[config.mk]
export PLATFORM = sky130hd
export DESIGN_NAME = cps_mem_top
export DESIGN_NICKNAME = d
export VERILOG_FILES = /design/src/sdram_map_pkg.sv /design/src/sdram_bus_pkg.sv /design/src/cps_mem_top.sv /design/src/slot_arbiter.sv /design/src/slot_port.sv /design/src/prom_writer.sv /design/src/frac_cen.sv
export SDC_FILE = /design/constraint.sdc
export NUM_CORES = 1
export LEC_CHECK = 0
export BUFFER_PORTS_ARGS = -buffer_cell sky130_fd_sc_hd__buf_2
export CAP_MARGIN = 10
export CORE_AREA = 2 2 206 208
export DETAILED_ROUTE_END_ITERATION = 10
export DIE_AREA = 0 0 208 210
export PLACE_DENSITY_LB_ADDON = 0.3
export SKIP_CTS_REPAIR_TIMING = 1
export SYNTH_ARGS = -nofsm -noshare
export SYNTH_HDL_FRONTEND = slang
export SYNTH_SLANG_ARGS = --single-unit
[constraint.sdc]
create_clock -name VB -period 9.46 [get_ports VB]
set_input_delay 1.892 -clock VB [delete_from_list [all_inputs] [get_ports VB]]
set_output_delay 1.892 -clock VB [all_outputs]
set_load 0.01 [all_outputs]
[src/sdram_map_pkg.sv]
package sdram_map_pkg;

    // SDRAM word address width, 4M x 16
    localparam int sdram_aw = 22;

    // Base word address of each region
    localparam logic [sdram_aw-1:0] rom_offset = 22'h00_0000;
    localparam logic [sdram_aw-1:0] ram_offset = 22'h3A_8000;
    localparam logic [sdram_aw-1:0] gfx_offset = 22'h0A_8000;
    localparam logic [sdram_aw-1:0] snd_offset = 22'h08_0000;

    // Main CPU ROM, word address
    localparam int rom_aw = 19;

    // Main CPU work RAM, word address
    localparam int ram_aw = 17;

    // Graphics ROM, one address per 32-bit item
    localparam int gfx_aw = 20;

    // Sound CPU ROM, byte address
    localparam int snd_aw = 16;

    // Client slots behind the arbiter
    // 0 rom, 1 ram, 2 gfx, 3 snd
    localparam int n_slots = 4;

endpackage
[src/sdram_bus_pkg.sv]
package sdram_bus_pkg;

    // Wishbone classic master outputs toward the SDRAM controller
    typedef struct packed {
        logic                               cyc;
        logic                               stb;
        logic                               we;
        // Word address
        logic [sdram_map_pkg::sdram_aw-1:0] adr;
        logic [15:0]                        dat;
        // Byte lanes, bit 0 is the low byte
        logic [1:0]                         sel;
    } wb_req_t;

    // Slave response
    typedef struct packed {
        logic        ack;
        // Word at adr in the low half, word at adr+1 in the high half
        logic [31:0] dat;
    } wb_rsp_t;

    // Request from a slot port or the download writer to the arbiter
    typedef struct packed {
        logic                               req;
        logic                               we;
        // Absolute SDRAM word address
        logic [sdram_map_pkg::sdram_aw-1:0] adr;
        logic [15:0]                        dat;
        logic [1:0]                         sel;
    } slot_req_t;

endpackage

[src/cps_mem_top.sv]
`timescale 1ns/10ps

module cps_mem_top #(
    parameter int PXL_N = 1,
    parameter int PXL_M = 6,
    parameter int CPU_N = 5,
    parameter int CPU_M = 24
) (
    input  logic                               VB,
    input  logic                               rst_n,
    // ROM download
    input  logic                               downloading,
    input  logic [sdram_map_pkg::sdram_aw:0]   ioctl_addr,
    input  logic [7:0]                         ioctl_data,
    input  logic                               ioctl_wr,
    // Main CPU ROM
    input  logic                               rom_cs,
    input  logic [sdram_map_pkg::rom_aw-1:0]   rom_addr,
    output logic                               rom_ok,
    output logic [15:0]                        rom_data,
    // Main CPU work RAM
    input  logic                               ram_cs,
    input  logic [sdram_map_pkg::ram_aw-1:0]   ram_addr,
    input  logic                               ram_we,
    input  logic [15:0]                        ram_din,
    input  logic [1:0]                         ram_wrmask,
    output logic                               ram_ok,
    output logic [15:0]                        ram_data,
    // Graphics ROM
    input  logic                               gfx_cs,
    input  logic [sdram_map_pkg::gfx_aw-1:0]   gfx_addr,
    output logic                               gfx_ok,
    output logic [31:0]                        gfx_data,
    // Sound ROM
    input  logic                               snd_cs,
    input  logic [sdram_map_pkg::snd_aw-1:0]   snd_addr,
    output logic                               snd_ok,
    output logic [7:0]                         snd_data,
    // SDRAM controller
    output sdram_bus_pkg::wb_req_t             sdram_wb,
    input  sdram_bus_pkg::wb_rsp_t             sdram_rsp,
    // Clock enables
    output logic                               pxl_cen,
    output logic                               cpu_cen
);

    import sdram_map_pkg::*;
    import sdram_bus_pkg::*;

    slot_req_t                dl_req;
    slot_req_t [n_slots-1:0]  slot_req;
    logic                     dl_ack;
    logic [n_slots-1:0]       slot_ack;
    logic [31:0]              rd_data;

    frac_cen #(.W(1), .N(PXL_N), .M(PXL_M)) u_pxl_cen (
        .VB    ( VB      ),
        .rst_n ( rst_n   ),
        .cen   ( pxl_cen )
    );

    frac_cen #(.W(1), .N(CPU_N), .M(CPU_M)) u_cpu_cen (
        .VB    ( VB      ),
        .rst_n ( rst_n   ),
        .cen   ( cpu_cen )
    );

    prom_writer u_prom (
        .VB          ( VB          ),
        .rst_n       ( rst_n       ),
        .downloading ( downloading ),
        .ioctl_addr  ( ioctl_addr  ),
        .ioctl_data  ( ioctl_data  ),
        .ioctl_wr    ( ioctl_wr    ),
        .ack         ( dl_ack      ),
        .req         ( dl_req      )
    );

    slot_port #(.data_t(logic [15:0]), .AW(rom_aw), .OFFSET(rom_offset)) u_rom (
        .VB      ( VB          ),
        .rst_n   ( rst_n       ),
        .cs      ( rom_cs      ),
        .addr    ( rom_addr    ),
        .we      ( 1'b0        ),
        .din     ( 16'h0000    ),
        .wrmask  ( 2'b00       ),
        .ack     ( slot_ack[0] ),
        .rd_data ( rd_data     ),
        .req     ( slot_req[0] ),
        .data    ( rom_data    ),
        .ok      ( rom_ok      )
    );

    slot_port #(.data_t(logic [15:0]), .AW(ram_aw), .OFFSET(ram_offset),
                .WRITABLE(1'b1)) u_ram (
        .VB      ( VB          ),
        .rst_n   ( rst_n       ),
        .cs      ( ram_cs      ),
        .addr    ( ram_addr    ),
        .we      ( ram_we      ),
        .din     ( ram_din     ),
        .wrmask  ( ram_wrmask  ),
        .ack     ( slot_ack[1] ),
        .rd_data ( rd_data     ),
        .req     ( slot_req[1] ),
        .data    ( ram_data    ),
        .ok      ( ram_ok      )
    );

    slot_port #(.data_t(logic [31:0]), .AW(gfx_aw), .OFFSET(gfx_offset)) u_gfx (
        .VB      ( VB          ),
        .rst_n   ( rst_n       ),
        .cs      ( gfx_cs      ),
        .addr    ( gfx_addr    ),
        .we      ( 1'b0        ),
        .din     ( 16'h0000    ),
        .wrmask  ( 2'b00       ),
        .ack     ( slot_ack[2] ),
        .rd_data ( rd_data     ),
        .req     ( slot_req[2] ),
        .data    ( gfx_data    ),
        .ok      ( gfx_ok      )
    );

    slot_port #(.data_t(logic [7:0]), .AW(snd_aw), .OFFSET(snd_offset),
                .BYTE_LANE(1'b1)) u_snd (
        .VB      ( VB          ),
        .rst_n   ( rst_n       ),
        .cs      ( snd_cs      ),
        .addr    ( snd_addr    ),
        .we      ( 1'b0        ),
        .din     ( 16'h0000    ),
        .wrmask  ( 2'b00       ),
        .ack     ( slot_ack[3] ),
        .rd_data ( rd_data     ),
        .req     ( slot_req[3] ),
        .data    ( snd_data    ),
        .ok      ( snd_ok      )
    );

    slot_arbiter u_arb (
        .VB          ( VB          ),
        .rst_n       ( rst_n       ),
        .downloading ( downloading ),
        .dl_req      ( dl_req      ),
        .slot_req    ( slot_req    ),
        .sdram_rsp   ( sdram_rsp   ),
        .dl_ack      ( dl_ack      ),
        .slot_ack    ( slot_ack    ),
        .rd_data     ( rd_data     ),
        .sdram_wb    ( sdram_wb    )
    );

endmodule

[src/slot_arbiter.sv]
`timescale 1ns/10ps

module slot_arbiter (
    input  logic                                                 VB,
    input  logic                                                 rst_n,
    input  logic                                                 downloading,
    input  sdram_bus_pkg::slot_req_t                             dl_req,
    input  sdram_bus_pkg::slot_req_t [sdram_map_pkg::n_slots-1:0] slot_req,
    input  sdram_bus_pkg::wb_rsp_t                               sdram_rsp,
    output logic                                                 dl_ack,
    output logic [sdram_map_pkg::n_slots-1:0]                    slot_ack,
    output logic [31:0]                                          rd_data,
    output sdram_bus_pkg::wb_req_t                               sdram_wb
);

    import sdram_map_pkg::*;
    import sdram_bus_pkg::*;

    localparam int IW = (n_slots > 1) ? $clog2(n_slots) : 1;

    typedef enum logic {
        IDLE,
        BUSY
    } state_t;

    state_t             state;
    logic               gnt_dl;
    logic [IW-1:0]      gnt_idx;
    logic [IW-1:0]      pick_idx;
    logic [n_slots-1:0] pending;
    logic               dl_pending;
    logic               any_pending;
    slot_req_t          next_req;

    // A requester whose ack is out this clock still shows req high
    always_comb begin
        dl_pending = dl_req.req && !dl_ack;
        for (int i = 0; i < n_slots; i++) begin
            pending[i] = slot_req[i].req && !slot_ack[i] && !downloading;
        end
        any_pending = |pending;
        // Lowest-numbered slot wins
        pick_idx = '0;
        for (int i = n_slots - 1; i >= 0; i--) begin
            if (pending[i]) begin
                pick_idx = IW'(i);
            end
        end
        next_req = dl_pending ? dl_req : slot_req[pick_idx];
    end

    always_ff @(posedge VB) begin
        if (!rst_n) begin
            state    <= IDLE;
            sdram_wb <= '0;
            gnt_dl   <= 1'b0;
            gnt_idx  <= '0;
            dl_ack   <= 1'b0;
            slot_ack <= '0;
        end else begin
            dl_ack   <= 1'b0;
            slot_ack <= '0;
            case (state)
                IDLE: begin
                    if (dl_pending || any_pending) begin
                        sdram_wb <= '{cyc: 1'b1, stb: 1'b1, we: next_req.we,
                                      adr: next_req.adr, dat: next_req.dat,
                                      sel: next_req.sel};
                        gnt_dl   <= dl_pending;
                        gnt_idx  <= pick_idx;
                        state    <= BUSY;
                    end
                end
                BUSY: begin
                    // Cycle ends on ack, idle for at least one clock
                    if (sdram_rsp.ack) begin
                        sdram_wb.cyc <= 1'b0;
                        sdram_wb.stb <= 1'b0;
                        if (gnt_dl) begin
                            dl_ack <= 1'b1;
                        end else begin
                            slot_ack[gnt_idx] <= 1'b1;
                        end
                        state <= IDLE;
                    end
                end
                default: state <= IDLE;
            endcase
        end
    end

    always_ff @(posedge VB) begin
        if (state == BUSY && sdram_rsp.ack) begin
            rd_data <= sdram_rsp.dat;
        end
    end

endmodule

[src/slot_port.sv]
`timescale 1ns/10ps

module slot_port #(
    parameter type                                data_t    = logic [15:0],
    parameter int                                 AW        = 16,
    parameter logic [sdram_map_pkg::sdram_aw-1:0] OFFSET    = '0,
    parameter bit                                 BYTE_LANE = 1'b0,
    parameter bit                                 WRITABLE  = 1'b0
) (
    input  logic                     VB,
    input  logic                     rst_n,
    input  logic                     cs,
    input  logic [AW-1:0]            addr,
    input  logic                     we,
    input  logic [15:0]              din,
    input  logic [1:0]               wrmask,
    input  logic                     ack,
    input  logic [31:0]              rd_data,
    output sdram_bus_pkg::slot_req_t req,
    output data_t                    data,
    output logic                     ok
);

    import sdram_map_pkg::*;

    localparam int DW = $bits(data_t);

    logic [sdram_aw-1:0] word_adr;
    logic                wr_en;
    // Address and direction of the access, bit 1 is the byte lane
    logic [AW:0]         key;
    logic [AW:0]         last_key;
    logic                last_vld;
    logic                match;
    logic                busy;

    assign wr_en = WRITABLE && we;
    assign key   = {addr, wr_en};
    assign match = (key == last_key);

    always_comb begin
        if (BYTE_LANE) begin
            word_adr = OFFSET + sdram_aw'(addr >> 1);
        end else if (DW == 32) begin
            word_adr = OFFSET + sdram_aw'({addr, 1'b0});
        end else begin
            word_adr = OFFSET + sdram_aw'(addr);
        end
    end

    always_ff @(posedge VB) begin
        if (!rst_n) begin
            req      <= '0;
            ok       <= 1'b0;
            busy     <= 1'b0;
            last_vld <= 1'b0;
            last_key <= '0;
        end else begin
            if (!cs || !match) begin
                ok <= 1'b0;
            end
            if (busy) begin
                if (ack) begin
                    req.req  <= 1'b0;
                    busy     <= 1'b0;
                    last_vld <= 1'b1;
                    // Stale data if the client moved on meanwhile
                    ok       <= cs && match;
                end
            end else if (cs && !(last_vld && match)) begin
                req.req  <= 1'b1;
                req.we   <= wr_en;
                req.adr  <= word_adr;
                req.dat  <= WRITABLE ? din : 16'h0000;
                req.sel  <= wr_en ? wrmask : 2'b11;
                busy     <= 1'b1;
                last_vld <= 1'b0;
                last_key <= key;
            end else if (!cs) begin
                // Next cs starts a fresh access
                last_vld <= 1'b0;
            end
        end
    end

    always_ff @(posedge VB) begin
        if (ack) begin
            if (BYTE_LANE) begin
                data <= data_t'(last_key[1] ? rd_data[15:8] : rd_data[7:0]);
            end else begin
                data <= data_t'(rd_data[DW-1:0]);
            end
        end
    end

endmodule

[src/prom_writer.sv]
`timescale 1ns/10ps

module prom_writer (
    input  logic                                VB,
    input  logic                                rst_n,
    input  logic                                downloading,
    input  logic [sdram_map_pkg::sdram_aw:0]    ioctl_addr,
    input  logic [7:0]                          ioctl_data,
    input  logic                                ioctl_wr,
    input  logic                                ack,
    output sdram_bus_pkg::slot_req_t            req
);

    import sdram_map_pkg::*;
    import sdram_bus_pkg::*;

    logic                hold_vld;
    logic [sdram_aw-1:0] hold_adr;
    logic [7:0]          hold_dat;
    // Odd byte waiting behind a flush of the held even byte
    logic                odd_vld;
    logic [sdram_aw-1:0] odd_adr;
    logic [7:0]          odd_dat;
    logic                dl_l;
    logic [sdram_aw-1:0] strobe_adr;

    function automatic slot_req_t word_write(input logic [sdram_aw-1:0] adr,
                                             input logic [15:0] dat,
                                             input logic [1:0] sel);
        slot_req_t r;
        r.req = 1'b1;
        r.we  = 1'b1;
        r.adr = adr;
        r.dat = dat;
        r.sel = sel;
        return r;
    endfunction

    assign strobe_adr = ioctl_addr[sdram_aw:1];

    always_ff @(posedge VB) begin
        if (!rst_n) begin
            req      <= '0;
            hold_vld <= 1'b0;
            odd_vld  <= 1'b0;
            dl_l     <= 1'b0;
        end else begin
            dl_l <= downloading;
            if (ack) begin
                req.req <= 1'b0;
                if (odd_vld) begin
                    req     <= word_write(odd_adr, {odd_dat, 8'h00}, 2'b10);
                    odd_vld <= 1'b0;
                end
            end
            if (ioctl_wr && downloading) begin
                if (!ioctl_addr[0]) begin
                    // New even byte, a previous lone one goes out first
                    if (hold_vld) begin
                        req <= word_write(hold_adr, {8'h00, hold_dat}, 2'b01);
                    end
                    hold_vld <= 1'b1;
                    hold_adr <= strobe_adr;
                    hold_dat <= ioctl_data;
                end else if (hold_vld && hold_adr == strobe_adr) begin
                    req      <= word_write(hold_adr, {ioctl_data, hold_dat}, 2'b11);
                    hold_vld <= 1'b0;
                end else if (hold_vld) begin
                    req      <= word_write(hold_adr, {8'h00, hold_dat}, 2'b01);
                    hold_vld <= 1'b0;
                    odd_vld  <= 1'b1;
                    odd_adr  <= strobe_adr;
                    odd_dat  <= ioctl_data;
                end else begin
                    req <= word_write(strobe_adr, {ioctl_data, 8'h00}, 2'b10);
                end
            end else if (dl_l && !downloading && hold_vld) begin
                // Trailing even byte at the end of the download
                req      <= word_write(hold_adr, {8'h00, hold_dat}, 2'b01);
                hold_vld <= 1'b0;
            end
        end
    end

endmodule

[src/frac_cen.sv]
`timescale 1ns/10ps

module frac_cen #(
    parameter int W = 1,
    parameter int N = 1,
    parameter int M = 6
) (
    input  logic         VB,
    input  logic         rst_n,
    output logic [W-1:0] cen
);

    // Wide enough to hold acc + N before the wrap
    localparam int CW = $clog2(M + N) + 1;

    logic [CW-1:0] acc;
    logic [CW-1:0] acc_next;
    // Wrap count for the divided enables
    logic [W-1:0]  wraps;

    assign acc_next = acc + CW'(N);

    always_ff @(posedge VB) begin
        if (!rst_n) begin
            acc   <= '0;
            wraps <= '0;
            cen   <= '0;
        end else begin
            cen <= '0;
            if (acc_next >= CW'(M)) begin
                acc    <= acc_next - CW'(M);
                wraps  <= wraps + 1'b1;
                cen[0] <= 1'b1;
                // cen[i] on every 2^i-th wrap
                for (int i = 1; i < W; i++) begin
                    if ((wraps & W'((1 << i) - 1)) == W'((1 << i) - 1)) begin
                        cen[i] <= 1'b1;
                    end
                end
            end else begin
                acc <= acc_next;
            end
        end
    end

endmodule

==> flow_summary.toml <==
[place]
hpwl_mm = 31.9
port_buffers = 283
routabilityCongestion = 0.854
place_area_um2 = 18200

[setup_path]
critical_path_required_ps = 9930
arrival_ps = 4120
critPathCaptureType = "flip-flop"
critPathMaxFanout = 35
worstSetupPathType = "input port to flip-flop"
critPathLaunchType = "input port"

[sta]
hold_slack_ps = 418
period_share = 0.386
final_hold_viol_count = 0
rsz0062_at_grt = "no"
setup_tns_ps = 0
finClkSkew_ps = 11.0
relSlewSlack = 0.208
setup_viol = 0
finalCriticalPeriod_ps = 3650
fmax_mhz = 274
worst_pin_slew_ps = 1190
drv_slew = 0

[global_routing]
track_usage = 0.202
grt_max_degree = 135
grt_pass1_wl_mm = 69.5
grt_pass1_vias = 11850
antenna_found_initial = 2
grt_overflow = 0

[run_status]
outcome = "completed"

[yosys]
ys.flop_type = "dfxtp_1"
synth_top_area_share = 0.301
synth_seq_cells = 394
ys_warn_count = 0
ys_async_sr_fraction = 0
syn_area_um2 = 16400
ys_seq_area_frac = 0.582
synth_cells = 1502
synth_edf_count = 164
synthTopCellsByCount = "nand2_1, dfxtp_1, edfxtp_1"
synth_largest_area_cell = "edfxtp_1"
yosysMostFrequentCell = "nand2_1"
syn_avg_cell_area_um2 = 10.9
synth_cell_types = 68
syn_nets = 1673
netlist_top_cells_area = "edfxtp_1, dfxtp_1, mux2i_1"

[power]
power.leakage_nw = 7.81
design_power_total_mw = 4.09
vdd_drop_max_mv = 0.148
power.density_cell_area_nw_per_um2 = 208

[detailed_routing]
viasPerCell = 5.35
ant_nets = 0
drt_iter0_drc = 1003
vias = 12445
drt-total-wl_mm = 45.3
drtPass1Iterations = 5
wire_per_inst_um = 19.5
drc_errors = 0

[finish]
finish.utilization = 0.474
nets = 1922
design_area_um2 = 19700
syn_to_final_growth_pct = 20.0
drive_gt1_frac = 0.222

[min_path]
hp-class = "flip-flop to flip-flop"

[die]
io_pins = 284
core_um2 = 41500
initial_utilization = 0.395
die_w_um = 208
rows = 75
die_h_um = 210
dieArea_um2 = 43700

[clocking]
insertion_delay_ps = 550
cts_sinks = 394
cts_buffers = 44
clk_pin_slew_ps = 60
htree_levels = 2
clk_path_buf_depth = 3
tritoncts = "done"
root_buffer = "clkbuf_16"

[flow_run]
maxCapViolCount = 0
==> worst max-delay path: stages <==
cell and delay, ps:
buf_2 190, or3_1 830, nor2_2 830, a221oi_1 180
nor3_1 190
==> per-layer routing <==
layer,part of all wire,track usage
met1,0.46,0.289
met2,0.45,0.312
met3,0.071,0.0448
met4,0.020,0.0494
met5,0,0
==> where the power goes <==
part / switching [mW] / internal, mW
clock network: 0.667 / 0.985
logic: 0.280 / 0.201
registers: 0.0868 / 1.87
total: 1.03 / 3.06
==> cells by family (layout without fill, tap and decap cells) <==
logic type      count (synthesis)  in the layout  share of synthesized area
fa+ha+maj                       8              8                    0.00611
compound gates                253            253                      0.113
mux                           121            121                     0.0750
xor+xnor                      100            100                     0.0535
buf+inv                       122            405                     0.0315
flops                         394            394                      0.582
simple gates                  504            504                      0.140
other cells                     0              1                          0
==> state kept, by name, indices dropped and copies added (netlist names), 2 cells and up <==
register / count
u_arb.sdram_wb: 42
u_prom.req: 42
u_arb.rd_data: 32
u_gfx.data: 32
u_ram.req: 24
u_prom.hold_adr: 22
u_prom.odd_adr: 22
u_rom.req: 21
u_gfx.last_key: 20
u_ram.last_key: 18
u_ram.data: 16
u_rom.data: 16
u_snd.last_key: 15
u_gfx.req: 9
u_prom.hold_dat: 8
u_prom.odd_dat: 8
u_snd.data: 8
u_cpu_cen.acc: 6
u_arb.slot_ack: 4
u_pxl_cen.acc: 4
u_snd.req: 3
u_arb.gnt_idx: 2
==> per-stage QoR <==
| stage | setup slack [ps] | std cells |
|---|---|---|
| 2_1_floorplan | 4340 | 1502 |
| 3_3_place_gp | 5380 | 2242 |
| 3_5_place_dp | 5240 | 2242 |
| 4_1_cts | 5820 | 2322 |
| 5_1_grt | 5620 | 2324 |
| 6_report | 5810 | 2325 |
==> placed cells by master, fill, tap and decap left out, types with 3 or more instances in the layout <==
| cell | n |
|---|---|
| nor2b_1 | 9 |
| o211a_1 | 4 |
| a21oi_1 | 57 |
| mux2i_1 | 107 |
| o21a_1 | 5 |
| inv_1 | 24 |
| and2_1 | 10 |
| clkbuf_8 | 4 |
| mux2_2 | 14 |
| nor3_1 | 33 |
| dfxtp_1 | 230 |
| a22oi_1 | 3 |
| nor4_1 | 17 |
| edfxtp_1 | 164 |
| a31oi_1 | 5 |
| a211oi_1 | 7 |
| a311oi_1 | 10 |
| a21boi_0 | 13 |
| xnor2_1 | 46 |
| xor2_1 | 54 |
| bufinv_16 | 3 |
| or3_1 | 18 |
| o221a_2 | 3 |
| o22ai_1 | 9 |
| nand4_1 | 15 |
| ha_1 | 8 |
| nand2b_1 | 17 |
| nand3_1 | 15 |
| nor2_1 | 69 |
| buf_2 | 282 |
| o21ai_0 | 26 |
| and3_1 | 17 |
| a221oi_1 | 68 |
| clkbuf_16 | 45 |
| o211ai_1 | 17 |
| buf_4 | 15 |
| nand2_1 | 270 |
| clkinv_1 | 4 |
| clkinv_2 | 9 |
| clkbuf_1 | 13 |
==> layout make-up <==
| class | instances | area (µm²) |
|---|---|---|
| clock inverter | 18 | 164 |
| antenna | 1 | 2.50 |
| sequential | 394 | 9530 |
| clock buffer | 62 | 1230 |
| tap | 539 | 674 |
| fill | 3861 | 21800 |
| inverter | 25 | 93.8 |
| multi-input combinational | 986 | 6380 |
| timing repair buffer | 300 | 1580 |
==> worst paths after layout <==
check,start,end,slack (ps),cells past startpoint
min,u_arb.rd_data[23],u_gfx.data[23],420,0
max,downloading,u_arb.sdram_wb[12],5810,5
min reg2reg,u_arb.rd_data[23],u_gfx.data[23],420,0
max reg2reg,u_arb.slot_ack[0],u_arb.sdram_wb[12],6080,5
Power figures use the tool's default switching activity.
